### config.mk
export PLATFORM = sky130hd
export DESIGN_NAME = gpe_top
export DESIGN_NICKNAME = d
export VERILOG_FILES = /design/src/rtl/gpe_pkg.sv /design/src/rtl/gpe_op_if.sv /design/src/rtl/gpe_top.sv /design/src/rtl/gpe_bus_exec.sv /design/src/rtl/gpe_cmd_seq.sv /design/src/rtl/gpe_trig_arb.sv
export SDC_FILE = /design/constraint.sdc
export NUM_CORES = 1
export LEC_CHECK = 0
export ABC_AREA = 1
export ABC_CLOCK_PERIOD_IN_PS = 11500
export BUFFER_PORTS_ARGS = -buffer_cell sky130_fd_sc_hd__clkbuf_2
export CAP_MARGIN = 15
export CORE_MARGIN = 5
export CORE_UTILIZATION = 55
export CTS_BUF_LIST = sky130_fd_sc_hd__clkbuf_4 sky130_fd_sc_hd__clkbuf_8
export DETAILED_ROUTE_END_ITERATION = 6
export PLACE_DENSITY = 0.85
export SYNTH_ARGS = -nofsm -noshare
export SYNTH_HDL_FRONTEND = slang
export SYNTH_SLANG_ARGS = --single-unit
### constraint.sdc
create_clock -name i_clk -period 11.5 [get_ports i_clk]
set_input_delay 1.15 -clock i_clk [delete_from_list [all_inputs] [get_ports i_clk]]
set_output_delay 1.15 -clock i_clk [all_outputs]
set_load 0.005 [all_outputs]
### src/rtl/gpe_pkg.sv
////////////////////
// GP engine shared definitions
// Widths, command fields, opcodes and FSM states
////////////////////
package gpe_pkg;

    ////////////////////
    // Widths
    ////////////////////
    localparam int N_TRIG     = 4;               // Hardware trigger sources
    localparam int TRIG_IDX_W = $clog2(N_TRIG);
    localparam int DATA_W     = 32;
    localparam int ADDR_W     = 32;
    localparam int CMD_W      = 64;
    localparam int CMD_ADDR_W = 8;               // Command buffer depth 256

    ////////////////////
    // Command word layout
    ////////////////////
    localparam int OPC_MSB   = 63;
    localparam int OPC_LSB   = 62;
    localparam int CADDR_MSB = 61;               // Word address of the target
    localparam int CADDR_LSB = 32;
    localparam int CDATA_MSB = 31;               // Write data or mask down to bit 0

    typedef logic [DATA_W-1:0]     data_t;
    typedef logic [ADDR_W-1:0]     bus_addr_t;
    typedef logic [CMD_W-1:0]      cmd_word_t;
    typedef logic [CMD_ADDR_W-1:0] cmd_addr_t;
    typedef logic [N_TRIG-1:0]     trig_vec_t;
    typedef logic [TRIG_IDX_W-1:0] trig_idx_t;

    // Each command takes two 32-bit slots in the buffer
    localparam cmd_addr_t CMD_ADDR_STEP = cmd_addr_t'(2);

    typedef enum logic [1:0] {
        OP_WRITE    = 2'd0,                      // Plain or merged write
        OP_RMW_READ = 2'd1,                      // Read and keep unmasked bits
        OP_POLL_SET = 2'd2,                      // Wait for masked bits all one
        OP_POLL_CLR = 2'd3                       // Wait for masked bits all zero
    } opcode_e;

    typedef enum logic [1:0] {
        SEQ_IDLE,
        SEQ_FETCH,                               // Command read in flight
        SEQ_ISSUE,                               // Operation offered to executor
        SEQ_WAIT                                 // Waiting for ack to drop
    } seq_state_e;

    typedef enum logic [1:0] {
        EX_IDLE,
        EX_ADDR,                                 // Bus request held until ready
        EX_RDATA,                                // Waiting for read data
        EX_ACK                                   // Done and waiting for req to drop
    } exec_state_e;

endpackage
### src/rtl/gpe_op_if.sv
////////////////////
// GP engine operation channel
// One decoded bus operation from sequencer to executor
////////////////////
`timescale 1ns/1ps

interface gpe_op_if;
    import gpe_pkg::*;

    logic      op_req;                           // Held until op_ack rises
    opcode_e   op_kind;
    bus_addr_t op_addr;                          // Byte address
    data_t     op_data;                          // Write data or mask
    logic      op_ack;                           // Raised after the last poll read

    modport seq (
        output op_req,
        output op_kind,
        output op_addr,
        output op_data,
        input  op_ack
    );

    modport exec (
        input  op_req,
        input  op_kind,
        input  op_addr,
        input  op_data,
        output op_ack
    );

endinterface

### src/rtl/gpe_top.sv
////////////////////
// GP engine top level
// Trigger arbiter, command sequencer and bus executor
////////////////////
`timescale 1ns/1ps

module gpe_top (
    input  logic               i_clk,
    input  logic               i_rstn,

    // Trigger sources and their setup
    input  gpe_pkg::trig_vec_t i_trig,
    input  gpe_pkg::trig_vec_t i_trig_en,
    input  gpe_pkg::trig_vec_t i_trig_rise,
    input  gpe_pkg::cmd_addr_t i_trig_start [gpe_pkg::N_TRIG],

    // Command buffer
    output logic               o_cmd_rd_en,
    output gpe_pkg::cmd_addr_t o_cmd_addr,
    input  gpe_pkg::cmd_word_t i_cmd_data,
    input  logic               i_cmd_valid,
    output logic               o_busy,

    // Bus master port
    output logic               o_bus_valid,
    output logic               o_bus_write,
    output gpe_pkg::bus_addr_t o_bus_addr,
    output gpe_pkg::data_t     o_bus_wdata,
    input  logic               i_bus_ready,
    input  gpe_pkg::data_t     i_bus_rdata,
    input  logic               i_bus_rvalid
);
    import gpe_pkg::*;

    logic      trig_req;
    logic      trig_ack;
    cmd_addr_t trig_start;                       // Start address of the chosen source

    gpe_op_if op_if ();

    gpe_trig_arb u_trig_arb (
        .i_clk        (i_clk),
        .i_rstn       (i_rstn),
        .i_trig       (i_trig),
        .i_trig_en    (i_trig_en),
        .i_trig_rise  (i_trig_rise),
        .i_trig_start (i_trig_start),
        .o_req        (trig_req),
        .i_ack        (trig_ack),
        .o_start      (trig_start)
    );

    gpe_cmd_seq u_cmd_seq (
        .i_clk        (i_clk),
        .i_rstn       (i_rstn),
        .i_trig_req   (trig_req),
        .o_trig_ack   (trig_ack),
        .i_trig_start (trig_start),
        .o_cmd_rd_en  (o_cmd_rd_en),
        .o_cmd_addr   (o_cmd_addr),
        .i_cmd_data   (i_cmd_data),
        .i_cmd_valid  (i_cmd_valid),
        .o_busy       (o_busy),
        .op           (op_if.seq)
    );

    gpe_bus_exec u_bus_exec (
        .i_clk        (i_clk),
        .i_rstn       (i_rstn),
        .op           (op_if.exec),
        .o_bus_valid  (o_bus_valid),
        .o_bus_write  (o_bus_write),
        .o_bus_addr   (o_bus_addr),
        .o_bus_wdata  (o_bus_wdata),
        .i_bus_ready  (i_bus_ready),
        .i_bus_rdata  (i_bus_rdata),
        .i_bus_rvalid (i_bus_rvalid)
    );

endmodule

### src/rtl/gpe_bus_exec.sv
////////////////////
// GP engine bus executor
// Runs write, RMW read and poll operations on the bus master port
////////////////////
`timescale 1ns/1ps

module gpe_bus_exec (
    input  logic               i_clk,
    input  logic               i_rstn,
    gpe_op_if.exec             op,
    output logic               o_bus_valid,
    output logic               o_bus_write,
    output gpe_pkg::bus_addr_t o_bus_addr,
    output gpe_pkg::data_t     o_bus_wdata,
    input  logic               i_bus_ready,
    input  gpe_pkg::data_t     i_bus_rdata,
    input  logic               i_bus_rvalid
);
    import gpe_pkg::*;

    exec_state_e state;
    logic        rmw_pend;                       // Kept value waits for a write
    data_t       rmw_keep;                       // Read data with mask bits cleared
    data_t       rmw_mask;
    data_t       masked_rd;
    data_t       wr_data;
    logic        is_write;
    logic        op_start;
    logic        rd_done;
    logic        rd_pass;

    assign is_write  = (op.op_kind == OP_WRITE);
    assign op_start  = (state == EX_IDLE) && op.op_req && !op.op_ack;
    assign rd_done   = (state == EX_RDATA) && i_bus_rvalid;
    assign masked_rd = i_bus_rdata & op.op_data;

    always_comb begin
        case (op.op_kind)
            OP_POLL_SET: rd_pass = (masked_rd == op.op_data);
            OP_POLL_CLR: rd_pass = (masked_rd == '0);
            default:     rd_pass = 1'b1;         // RMW read takes one read
        endcase
    end

    always_comb begin
        if (!is_write) begin
            wr_data = '0;
        end else if (rmw_pend) begin
            wr_data = rmw_keep | (op.op_data & rmw_mask);  // Merge into kept value
        end else begin
            wr_data = op.op_data;
        end
    end

    ////////////////////
    // Executor FSM
    ////////////////////
    always_ff @(posedge i_clk or negedge i_rstn) begin
        if (!i_rstn) begin
            state       <= EX_IDLE;
            o_bus_valid <= 1'b0;
            op.op_ack   <= 1'b0;
            rmw_pend    <= 1'b0;
        end else begin
            case (state)
                EX_IDLE: begin
                    if (op_start) begin
                        o_bus_valid <= 1'b1;
                        state       <= EX_ADDR;
                    end
                end
                EX_ADDR: begin
                    if (i_bus_ready) begin
                        o_bus_valid <= 1'b0;
                        if (o_bus_write) begin
                            op.op_ack <= 1'b1;   // Write done on accept
                            rmw_pend  <= 1'b0;
                            state     <= EX_ACK;
                        end else begin
                            state <= EX_RDATA;
                        end
                    end
                end
                EX_RDATA: begin
                    if (i_bus_rvalid) begin
                        if (rd_pass) begin
                            op.op_ack <= 1'b1;
                            state     <= EX_ACK;
                            if (op.op_kind == OP_RMW_READ) begin
                                rmw_pend <= 1'b1;
                            end
                        end else begin
                            o_bus_valid <= 1'b1; // Poll again with the same request
                            state       <= EX_ADDR;
                        end
                    end
                end
                EX_ACK: begin
                    if (!op.op_req) begin
                        op.op_ack <= 1'b0;
                        state     <= EX_IDLE;
                    end
                end
                default: begin
                    state <= EX_IDLE;
                end
            endcase
        end
    end

    // Bus request fields and RMW store
    always_ff @(posedge i_clk) begin
        if (op_start) begin
            o_bus_write <= is_write;
            o_bus_addr  <= op.op_addr;
            o_bus_wdata <= wr_data;
        end
        if (rd_done && (op.op_kind == OP_RMW_READ)) begin
            rmw_keep <= i_bus_rdata & ~op.op_data;
            rmw_mask <= op.op_data;
        end
    end

endmodule

### src/rtl/gpe_cmd_seq.sv
////////////////////
// GP engine command sequencer
// Fetches and decodes command words and issues bus operations
////////////////////
`timescale 1ns/1ps

module gpe_cmd_seq (
    input  logic               i_clk,
    input  logic               i_rstn,
    input  logic               i_trig_req,
    output logic               o_trig_ack,
    input  gpe_pkg::cmd_addr_t i_trig_start,
    output logic               o_cmd_rd_en,
    output gpe_pkg::cmd_addr_t o_cmd_addr,
    input  gpe_pkg::cmd_word_t i_cmd_data,
    input  logic               i_cmd_valid,
    output logic               o_busy,
    gpe_op_if.seq              op
);
    import gpe_pkg::*;

    seq_state_e state;
    logic       word_take;                       // Command word arrives this cycle
    logic       word_zero;                       // End of sequence marker

    assign word_take = (state == SEQ_FETCH) && o_cmd_rd_en && i_cmd_valid;
    assign word_zero = (i_cmd_data == '0);
    assign o_busy    = (state != SEQ_IDLE);

    ////////////////////
    // Sequencer FSM
    ////////////////////
    always_ff @(posedge i_clk or negedge i_rstn) begin
        if (!i_rstn) begin
            state       <= SEQ_IDLE;
            o_trig_ack  <= 1'b0;
            o_cmd_rd_en <= 1'b0;
            o_cmd_addr  <= '0;
            op.op_req   <= 1'b0;
        end else begin
            if (o_trig_ack && !i_trig_req) begin
                o_trig_ack <= 1'b0;              // Closes the trigger handshake
            end

            case (state)
                SEQ_IDLE: begin
                    if (i_trig_req && !o_trig_ack) begin
                        o_trig_ack  <= 1'b1;
                        o_cmd_addr  <= i_trig_start;
                        o_cmd_rd_en <= 1'b1;
                        state       <= SEQ_FETCH;
                    end
                end
                SEQ_FETCH: begin
                    if (word_take) begin
                        o_cmd_rd_en <= 1'b0;
                        if (word_zero) begin
                            state <= SEQ_IDLE;
                        end else begin
                            op.op_req <= 1'b1;   // Fields load on the same edge
                            state     <= SEQ_ISSUE;
                        end
                    end
                end
                SEQ_ISSUE: begin
                    if (op.op_ack) begin
                        op.op_req <= 1'b0;
                        state     <= SEQ_WAIT;
                    end
                end
                SEQ_WAIT: begin
                    // Next command only once the executor has released ack
                    if (!op.op_ack) begin
                        o_cmd_addr  <= o_cmd_addr + CMD_ADDR_STEP;
                        o_cmd_rd_en <= 1'b1;
                        state       <= SEQ_FETCH;
                    end
                end
                default: begin
                    state <= SEQ_IDLE;
                end
            endcase
        end
    end

    ////////////////////
    // Command decode
    ////////////////////
    always_ff @(posedge i_clk) begin
        if (word_take && !word_zero) begin
            op.op_kind <= opcode_e'(i_cmd_data[OPC_MSB:OPC_LSB]);
            op.op_addr <= {i_cmd_data[CADDR_MSB:CADDR_LSB], 2'b00};  // Word to byte address
            op.op_data <= i_cmd_data[CDATA_MSB:0];
        end
    end

endmodule

### src/rtl/gpe_trig_arb.sv
////////////////////
// GP engine trigger arbiter
// Edge detect and pending latch with lowest-index choice
////////////////////
`timescale 1ns/1ps

module gpe_trig_arb (
    input  logic               i_clk,
    input  logic               i_rstn,
    input  gpe_pkg::trig_vec_t i_trig,
    input  gpe_pkg::trig_vec_t i_trig_en,
    input  gpe_pkg::trig_vec_t i_trig_rise,
    input  gpe_pkg::cmd_addr_t i_trig_start [gpe_pkg::N_TRIG],
    output logic               o_req,
    input  logic               i_ack,
    output gpe_pkg::cmd_addr_t o_start
);
    import gpe_pkg::*;

    trig_vec_t trig_q;                           // Registered trigger inputs
    trig_vec_t trig_prev;                        // Value one cycle earlier
    trig_vec_t rise_det;
    trig_vec_t fall_det;
    trig_vec_t trig_edge;
    trig_vec_t pending;
    trig_vec_t pend_clr;
    trig_idx_t pick;                             // Lowest pending source
    trig_idx_t sel_q;                            // Source now on o_start
    trig_idx_t sel_ack;                          // Source the sequencer took

    ////////////////////
    // Edge detection
    ////////////////////
    assign rise_det  = trig_q & ~trig_prev;
    assign fall_det  = ~trig_q & trig_prev;
    assign trig_edge = i_trig_en & ((i_trig_rise & rise_det) | (~i_trig_rise & fall_det));

    always_comb begin
        pick = '0;
        for (int i = N_TRIG - 1; i >= 0; i--) begin
            if (pending[i]) begin
                pick = trig_idx_t'(i);
            end
        end
    end

    always_comb begin
        pend_clr = '0;
        if (o_req && i_ack) begin
            pend_clr[sel_ack] = 1'b1;            // Served source leaves the queue
        end
    end

    ////////////////////
    // Pending and handshake
    ////////////////////
    always_ff @(posedge i_clk or negedge i_rstn) begin
        if (!i_rstn) begin
            trig_q    <= '0;
            trig_prev <= '0;
            pending   <= '0;
            o_req     <= 1'b0;
            o_start   <= '0;
            sel_q     <= '0;
            sel_ack   <= '0;
        end else begin
            trig_q    <= i_trig;
            trig_prev <= trig_q;
            pending   <= (pending & ~pend_clr) | trig_edge;  // Repeat edges merge

            if (o_req) begin
                if (i_ack) begin
                    o_req <= 1'b0;
                end else begin
                    // Offer stays current while the sequencer is busy
                    sel_ack <= sel_q;
                    sel_q   <= pick;
                    o_start <= i_trig_start[pick];
                end
            end else if (!i_ack && (pending != '0)) begin
                o_req   <= 1'b1;
                sel_q   <= pick;
                o_start <= i_trig_start[pick];
            end
        end
    end

endmodule

# == Yosys cells after proc, flatten, opt, wreduce, memory -nomap -nowiden ==
# Cells that the tools add are included.
# op_classes
eq_ne,24
reduce_logical,40
add_sub_neg,1
n_lt_le_gt_ge,3
n_bitwise,19
muxes,65
# ops
op,count
AND 32 bit,3
zero test 64 bit,1
two-way mux 8 bit,7
two-way mux 2 bit,17
== test 32 bit,1
zero test 32 bit,1
two-way mux 32 bit,1
NOT 32 bit,1
bitwise OR 32 bit,1
two-way mux 1 bit,28
AND 4 bit,6
binary-select mux 8 bit (select 2 bit),1
"inequality test 2 bit, second input constant",8
NOT 4 bit,4
case mux 2 bit (4 select lines),2
case mux 8 bit (2 select lines),1
AND reduction 4 bit,4
"== test 2 bit, second input constant",6
logical AND 1 bit,12
"inequality test 2 x 1 -> 1 bit, second input constant",6
AND reduction 6 bit,2
nonzero test 2 bit,5
case mux 1 bit (3 select lines),3
nonzero test 3 bit,3
other kinds (17),28
# word_totals
word_cells,176
output_inout_bits,76
inputBits,145
reg_bits,234

# == Logic depth before layout (Yosys ltp) ==
# Gate-level depths: netlist of the first run.
# logic_depth
ltp_word,10
ltp_mapped,12
mapped_depth_nobuf,12

# == Hierarchy ==
# Synthesis of the first run repeated with hierarchy kept, for this count alone.
# hier_totals
cells_unflattened,873
hier_area_um2,9738.1
# by_module_without_submodules
mod,seq_area_each_um2,area_each_um2,cells_each,instances
gpe_bus_exec,3998.8,5454.0,475,1
gpe_cmd_seq,2247.2,2997.9,230,1
gpe_trig_arb,625.6,1286.2,168,1

# == Worst setup path before layout of the first run ==
# OpenSTA, ideal clock, no wires.
# synth_path
path_type,input -> register
startpoint,input i_bus_rvalid
endpoint,"register u_bus_exec.rmw_keep[0], enable pin"
path_stages,2
t_required_ns,10.934
path_buffers,0
arrival_time_ns,5.578
setup_time_ns,0.566
setup_slack_ns,5.356
path_cell_list,nand2_1 nor3_1
# synth_via
elab_chain_cells,2
# synth_rtl
item,line,text
"start, declared",gpe_top.sv:31,input logic i_bus_rvalid
logical AND 1 bit,gpe_bus_exec.sv:34,assign rd_done = (state == EX_RDATA) && i_bus_rvalid;
logical AND 1 bit,gpe_bus_exec.sv:118,if (rd_done && (op.op_kind == OP_RMW_READ)) begin
"end signal, assigned",gpe_bus_exec.sv:119,rmw_keep <= i_bus_rdata & ~op.op_data;
"end, declared",gpe_bus_exec.sv:23,data_t rmw_keep;
# Every way passes these cells.
# A chain may end at the register's enable or synchronous reset.

# == Worst setup path after layout of the first run ==
# layout_path
startpoint,input i_cmd_data[23]
endpoint,"register u_cmd_seq.op.op_data[29], enable pin"
# layout_via
elab_chain_cells,3
# layout_rtl
item,line,text
"start, declared",gpe_top.sv:20,"input gpe_pkg::cmd_word_t i_cmd_data,"
zero test 64 bit,gpe_cmd_seq.sv:27,assign word_zero = (i_cmd_data == '0);
zero test 1 bit,gpe_cmd_seq.sv:90,if (word_take && !word_zero) begin
logical AND 1 bit,gpe_cmd_seq.sv:90,
"end signal, assigned",gpe_cmd_seq.sv:93,op.op_data <= i_cmd_data[CDATA_MSB:0];
"end, declared",gpe_op_if.sv:20,"output op_data,"
# Every way passes these cells.

==> metrics.yaml, run 1 <==
clock_network:
  cts_resized: 0
  ctsHoldBuffers: 0
  clk_pin_slew_ns: 0.06
  clk_latency_ns: 0.52
  cts_made_buffers: 39
  clock-root-buffer: "clkbuf_8"
  cts_tree: "built"
  htreeDepth: 2
  postCtsSetupBuffers: 0
  clkSinkCount: 234
  clockBufferDepth: 3
setup_path:
  reg2reg_slack_ns: 8.84
  worstPathArrival_ns: 2.90
  crit_chain: "clkbuf_2 > nor2_1 > nand2_1 > nor2_1 > nand2_1 > nor3_2 > a21oi_4 > buf_4"
  regToRegStartpoint: "u_cmd_seq.state[1]"
  rr_worst_depth: 5
  cp_max_fo: 38
  cp.required_ns: 11.64
  worstSetupEndpointType: "flip-flop"
  cpPeakStageDelay_ns: 0.63
  cpMaxStageDelayCell: "a21oi_4"
  worstSetupStartpointType: "input pin"
  r2r_end: "u_cmd_seq.op.op_data[29]"
  worstSetupPathType: "in -> reg"
timing:
  finalCriticalPeriod_ns: 2.76
  tns_ns: 0
  period_share: 0.240
  setup_viol: 0
  worst_slack_ns: 8.74
  clock.fmax_mhz: 363
  holdWs_ns: 0.375
  clock_skew_ns: 0.0184
  worst_pin_slew_ns: 1.06
  relSlewSlack: 0.295
  rsz0062_at_grt: "no"
  slew_viol_final: 0
  hold_violations: 0
detailed_routing:
  routed_wl_um: 21400
  drtIter0Drc: 338
  ant_nets: 0
  drc: 0
  post_drt_wl_per_cell_um: 16.1
  first_pass_iters: 5
  vias: 6827
  vias_per_cell: 5.14
grt:
  grt_max_degree: 64
  grt_pass1_vias: 6896
  gr-usage-all-layers: 0.213
  grt_pass1_wl_um: 33700
  grt_antenna_before_repair: 0
  gr-total-overflow: 0
layout:
  area_growth_syn_to_layout_pct: 22.4
  nets: 1225
  fin_util: 0.677
  final-seq-area_sq_um: 6810
  fill_cells: 1240
  drive_gt1_frac: 0.285
  multi_input_area_sq_um: 2320
  diodes: 0
synthesis:
  syn_area_sq_um: 9470
  avgSynthCellArea_sq_um: 11.5
  synth_cell_type_count: 35
  synth_edf_count: 191
  ys.flop_type: "edfxtp_1"
  synth_seq_area_share: 0.719
  syn_inst: 823
  ys_async_sr_fraction: 0.184
  yosys_warnings: 0
  synth-seq-cells: 234
hold_path:
  hold_start: "u_trig_arb.trig_q[0]"
  holdPathStages: 0
  hold_end: "u_trig_arb.trig_prev[0]"
  hold_path_class: "reg -> reg"
die:
  ios: 221
  die-area_sq_um: 20000
  die_width_um: 141
  die_height_um: 141
  rows: 48
  coreArea_sq_um: 17100
  start_util: 0.554
placement:
  place_hpwl_um: 15000
  place.gp.congestion: 0.850
  pre_cts_ws_ns: 8.19
  portBuffers: 218
run:
  drv_cap: 0
power:
  ir_drop_v: 0.000175
  power_mw: 2.49
  power_leakage_nw: 4.97
  power.density_nw_per_um2: 214
status:
  status: "finished clean"
## synth_stat cells (2+ instances only)
| cell type | count | area share |
|---|---|---|
| nand2_1 | 202 | 0.080 |
| edfxtp_1 | 191 | 0.61 |
| nor2_1 | 115 | 0.046 |
| inv_1 | 65 | 0.026 |
| o21ai_0 | 60 | 0.032 |
| a21oi_1 | 45 | 0.024 |
| dfrtp_1 | 43 | 0.11 |
| nand3_1 | 14 | 0.0074 |
| clkbuf_1 | 10 | 0.0040 |
| inv_2 | 8 | 0.0032 |
| mux2i_1 | 8 | 0.0085 |
| nand4_1 | 7 | 0.0046 |
| nor3_1 | 6 | 0.0032 |
| o21ai_1 | 6 | 0.0032 |
| a31oi_1 | 5 | 0.0033 |
| ha_1 | 5 | 0.0066 |
| o221ai_1 | 5 | 0.0046 |
| nand3b_1 | 4 | 0.0032 |
| buf_4 | 3 | 0.0024 |
| nor2_2 | 3 | 0.0020 |
| a2bb2oi_1 | 2 | 0.0018 |
| nor3_2 | 2 | 0.0021 |
| o21ai_2 | 2 | 0.0018 |
## through the flow
stage               cell area [sq um]  instances
floorplan                        9480        824
global placement                10800       1258
detailed placement              10800       1258
CTS                             11600       1327
global route                    11600       1328
finish                          11600       1328
## sequential cells by signal, summed over array words and instances (netlist names), 4 cells and up
name and count:
u_bus_exec.o_bus_wdata 32, u_bus_exec.rmw_keep 32, u_bus_exec.rmw_mask 32, u_cmd_seq.op.op_data 32, u_bus_exec.o_bus_addr 30, u_cmd_seq.op.op_addr 30, u_cmd_seq.o_cmd_addr 8, u_trig_arb.o_start 8
u_trig_arb.pending 4, u_trig_arb.trig_prev 4, u_trig_arb.trig_q 4
## placed cells by master (no fill, tap or decap), types with 2 or more instances in the layout
cell type,netlist,layout
clkbuf_2,0,218
nand2_1,202,202
edfxtp_1,191,191
nor2_1,115,115
inv_1,65,65
o21ai_0,60,60
a21oi_1,45,44
dfrtp_1,43,43
clkbuf_8,0,41
nand3_1,14,14
clkbuf_4,0,14
inv_2,8,8
mux2i_1,8,8
nand4_1,7,7
clkinv_2,0,7
o21ai_1,6,6
buf_4,3,6
nor3_1,6,5
o221ai_1,5,5
a31oi_1,5,5
ha_1,5,5
clkinv_1,0,5
nand3b_1,4,4
nor2_2,3,3
nor3_2,2,3
o21ai_2,2,2
inv_6,1,2
a2bb2oi_1,2,2
conb_1,1,2
## worst max-delay path: cells and delay by family
family	cells	cell delay (ns)
buffers and inverters	2	0.69
AND/OR/NAND/NOR	5	0.38
AO/OA/AOI/OAI	1	0.63
## cells by family after synthesis
logic type | Yosys count | synth area share
AND/OR/NAND/NOR | 356 | 0.152
flip-flops | 234 | 0.719
buffers and inverters | 90 | 0.0386
AO/OA/AOI/OAI | 129 | 0.0749
adder cells (fa/ha/maj) | 5 | 0.00660
other | 1 | 0.000396
multiplexers | 8 | 0.00845
## routing by layer
layer,vias to the layer above,share of wire,global-route usage
met5,-,0,0
met4,0,0.017,0.0597
met3,35,0.10,0.0624
met2,338,0.50,0.369
met1,3140,0.38,0.262
li1,3314,-,-
## how the worst max path moves through the flow
| stage | startpoint | endpoint | slack, ns | cells after the start |
|---|---|---|---|---|
| detailed placement | i_cmd_data[27] | u_cmd_seq.op.op_data[16] | 8.19 | 8 |
| global route | i_cmd_data[30] | u_cmd_seq.op.op_data[29] | 8.63 | 8 |
| global placement | i_cmd_data[27] | u_cmd_seq.op.op_data[14] | 8.23 | 8 |
| CTS | i_cmd_data[30] | u_cmd_seq.op.op_data[29] | 8.72 | 8 |
| floorplan | i_bus_rvalid | u_bus_exec.rmw_keep[0] | 5.36 | 2 |
| finish | i_cmd_data[23] | u_cmd_seq.op.op_data[29] | 8.74 | 8 |
## power by group
group / switching [mW] / leakage (nW) / internal, mW
clock network: 0.318 / 0.399 / 0.377
registers: 0.0905 / 2.25 / 1.10
logic: 0.391 / 2.32 / 0.209
total: 0.799 / 4.97 / 1.69
## area by class of cell
| class | instances | share of cell area |
|---|---|---|
| sequential | 234 | 0.587 |
| timing repair buffer | 225 | 0.0997 |
| clock buffer | 55 | 0.0577 |
| tap | 225 | 0.0243 |
| clock inverter | 14 | 0.00604 |
| inverter | 75 | 0.0249 |
| multi-input combinational | 500 | 0.200 |
Note: power is estimated with default switching activity, not from simulation.
==> inputs of run 2 (changes only) <==
ABC_CLOCK_PERIOD_IN_PS = 2280   (was 11500)
CORE_UTILIZATION = 50   (was 55)
PLACE_DENSITY = 0.82   (was 0.85)
clock period = 2.28 ns   (was 11.5 ns; I/O delays follow)
==> run 2 against run 1 <==
Cell area grew 7.2%. Worst hold slack lost 0.36 ns. Critical path type unchanged. Via count grew 4.7%. Worst setup slack lost 8.3 ns. Non-clock buffer count grew 75. Cell count grew 6.6%. Utilization shrank 1.3 points. Register-to-register slack lost 8.3 ns. Clock skew grew 0.018 ns. Clock power grew to 5.3 times the previous value. Sequential share of layout area shrank 3.9 points. Sequential power grew to 5.0 times the previous value.
==> metrics.yaml, run 2 (synthesis results as in run 1) <==
grt:
  grt_pass1_wl_um: 36800  # +9.1%
  grt_max_degree: 50  # -22%
  gr-usage-all-layers: 0.213  # -0.000332
  gr-total-overflow: 0  # unchanged
  grt_pass1_vias: 7354  # +6.6%
  grt_antenna_before_repair: 0  # unchanged
setup_path:
  worstSetupEndpointType: "flip-flop"
  cpMaxStageDelayCell: "dlygate4sd3_1"
  rr_worst_depth: 8  # +3
  regToRegStartpoint: "u_cmd_seq.state[1]"
  r2r_end: "u_cmd_seq.o_cmd_addr[7]"
  crit_chain: "dlygate4sd3_1 > clkbuf_2 > nor2_1 > nand2_1 > nor2_1 > nand2_1 > nor3_2 > a21oi_4 > buf_12"
  reg2reg_slack_ns: 0.54  # -8.30 ns
  cpPeakStageDelay_ns: 0.55  # -0.08 ns
  worstPathArrival_ns: 2.11  # -0.79 ns
  worstSetupPathType: "in -> reg"
  worstSetupStartpointType: "input pin"
  cp_max_fo: 48  # +26%
  crit_start: "i_cmd_data[29]"
  cp.required_ns: 2.51  # -9.13 ns
clock_network:
  htreeDepth: 2  # unchanged
  clk_latency_ns: 0.53  # about the same
  clk_pin_slew_ns: 0.07  # about the same
  cts_tree: "built"
  cts_resized: 0  # unchanged
  postCtsSetupBuffers: 0  # unchanged
  clock-root-buffer: "clkbuf_8"
  ctsHoldBuffers: 73  # +73
  clkSinkCount: 234  # unchanged
  cts_made_buffers: 40  # +2.6%
  clockBufferDepth: 3  # unchanged
layout:
  area_growth_syn_to_layout_pct: 31.2
  drive_gt1_frac: 0.265  # -0.0196
  layout_common_cells: "218 x clkbuf_2, 202 x nand2_1, 191 x edfxtp_1"
  nets: 1301  # +6.2%
  fill_cells: 1343  # +8.3%
  final-seq-area_sq_um: 6810  # unchanged
  final_common_cell: "clkbuf_2"
  multi_input_area_sq_um: 2330  # +0.59%
hold_path:
  hold_start: "i_bus_rdata[11]"
  hold_path_class: "in -> reg"
  hold_end: "u_bus_exec.rmw_keep[11]"
  holdPathStages: 3  # +3
timing:
  relSlewSlack: 0.333  # +0.0384
  worst_slack_ns: 0.403  # -8.34 ns
  setup_viol: 0  # unchanged
  period_share: 0.823
  tns_ns: 0  # unchanged
  clock.fmax_mhz: 533
  finalCriticalPeriod_ns: 1.88
  hold_violations: 0  # unchanged
  slew_viol_final: 0  # unchanged
  clock_skew_ns: 0.0366  # +0.0182 ns
  worst_pin_slew_ns: 0.999  # -0.0576 ns
  rsz0062_at_grt: "no"
die:
  die_height_um: 148  # +4.5%
  ios: 221  # unchanged
  start_util: 0.506  # -0.0470
  coreArea_sq_um: 18700  # +9.3%
  rows: 50  # +4.2%
  die_width_um: 148  # +4.5%
  die-area_sq_um: 21800  # +9.3%
detailed_routing:
  ant_nets: 0  # unchanged
  vias_per_cell: 5.05  # -1.8%
  post_drt_wl_per_cell_um: 16.8  # +4.0%
  drc: 0  # unchanged
  vias: 7149  # +4.7%
  drtIter0Drc: 513  # +52%
  routed_wl_um: 23700  # +11%
  first_pass_iters: 5  # unchanged
run:
  drv_cap: 0  # unchanged
power:
  ir_drop_v: 0.000635  # +260%
  power.density_nw_per_um2: 1040  # +380%
  power_leakage_nw: 5.30  # +6.6%
placement:
  place.gp.congestion: 0.844  # -0.73%
  pre_cts_ws_ns: 0.519  # -7.67 ns
  place_hpwl_um: 15900  # +6.1%
  portBuffers: 218  # unchanged
status:
  status: "finished clean"
==> run 2: changes by cell type in the layout (fill, tap and decap cells not counted), moves of 2 or more <==
cell	previous run	this run
dlygate4sd3_1	0	73
clkbuf_4	14	9
clkinv_2	7	5
clkinv_1	5	13
bufinv_16	0	2
buf_12	1	3
==> run 2: critical path: cells and delay by family <==
family / cells / cell delay [ns]
buffers and inverters: 3 / 0.88
and+or+nand+nor: 5 / 0.85
AOI/OAI and AO/OA: 1 / 0.11
==> run 2: power breakdown <==
part           switching, mW  total [mW]  internal [mW]
clock network           1.67        3.70           2.03
registers              0.456        6.00           5.55
logic                   2.01        3.19           1.18
total                   4.14        12.9           8.75
==> run 2: through the flow <==
step,power (mW),cells,instance area (sq um),hold WS (ns),utilization
after detailed placement,9.16,1270,10900,0.336,0.584
after global routing,13.6,1415,12400,0.0185,0.664
final,12.9,1416,12400,0.0133,0.665
after floorplan,8.03,824,9510,-0.0676,-
after global placement,9.04,1270,10900,0.334,0.584
after CTS,12.9,1415,12400,0.00330,0.664
==> run 2: per-layer routing <==
layer / GRT usage / vias to the layer above / wire [um]
met5: 0 / - / 0
met4: 0.0918 / 0 / 773
met3: 0.0441 / 68 / 1630
met2: 0.376 / 295 / 12400
met1: 0.254 / 3311 / 8980
li1: - / 3475 / -
==> run 2: worst max-delay path by stage <==
stage,end,slack (ns),cells after the start
final,u_cmd_seq.op.op_data[14],0.40,9
after global routing,u_cmd_seq.o_cmd_addr[6],0.36,8
after CTS,o_busy,0.49,4
after detailed placement,u_cmd_seq.op.op_data[8],0.52,8
after global placement,u_cmd_seq.op.op_addr[6],0.54,8
after floorplan,u_bus_exec.o_bus_valid,-0.48,10
==> run 2: cell type report <==
class | instances | share of cell area
Sequential cell | 234 | 0.548
Multi-Input combinational cell | 500 | 0.188
Timing Repair Buffer | 300 | 0.155
Clock buffer | 49 | 0.0497
Tap cell | 234 | 0.0236
Inverter | 75 | 0.0233
Clock inverter | 23 | 0.0128
Antenna cell | 1 | 0.000201
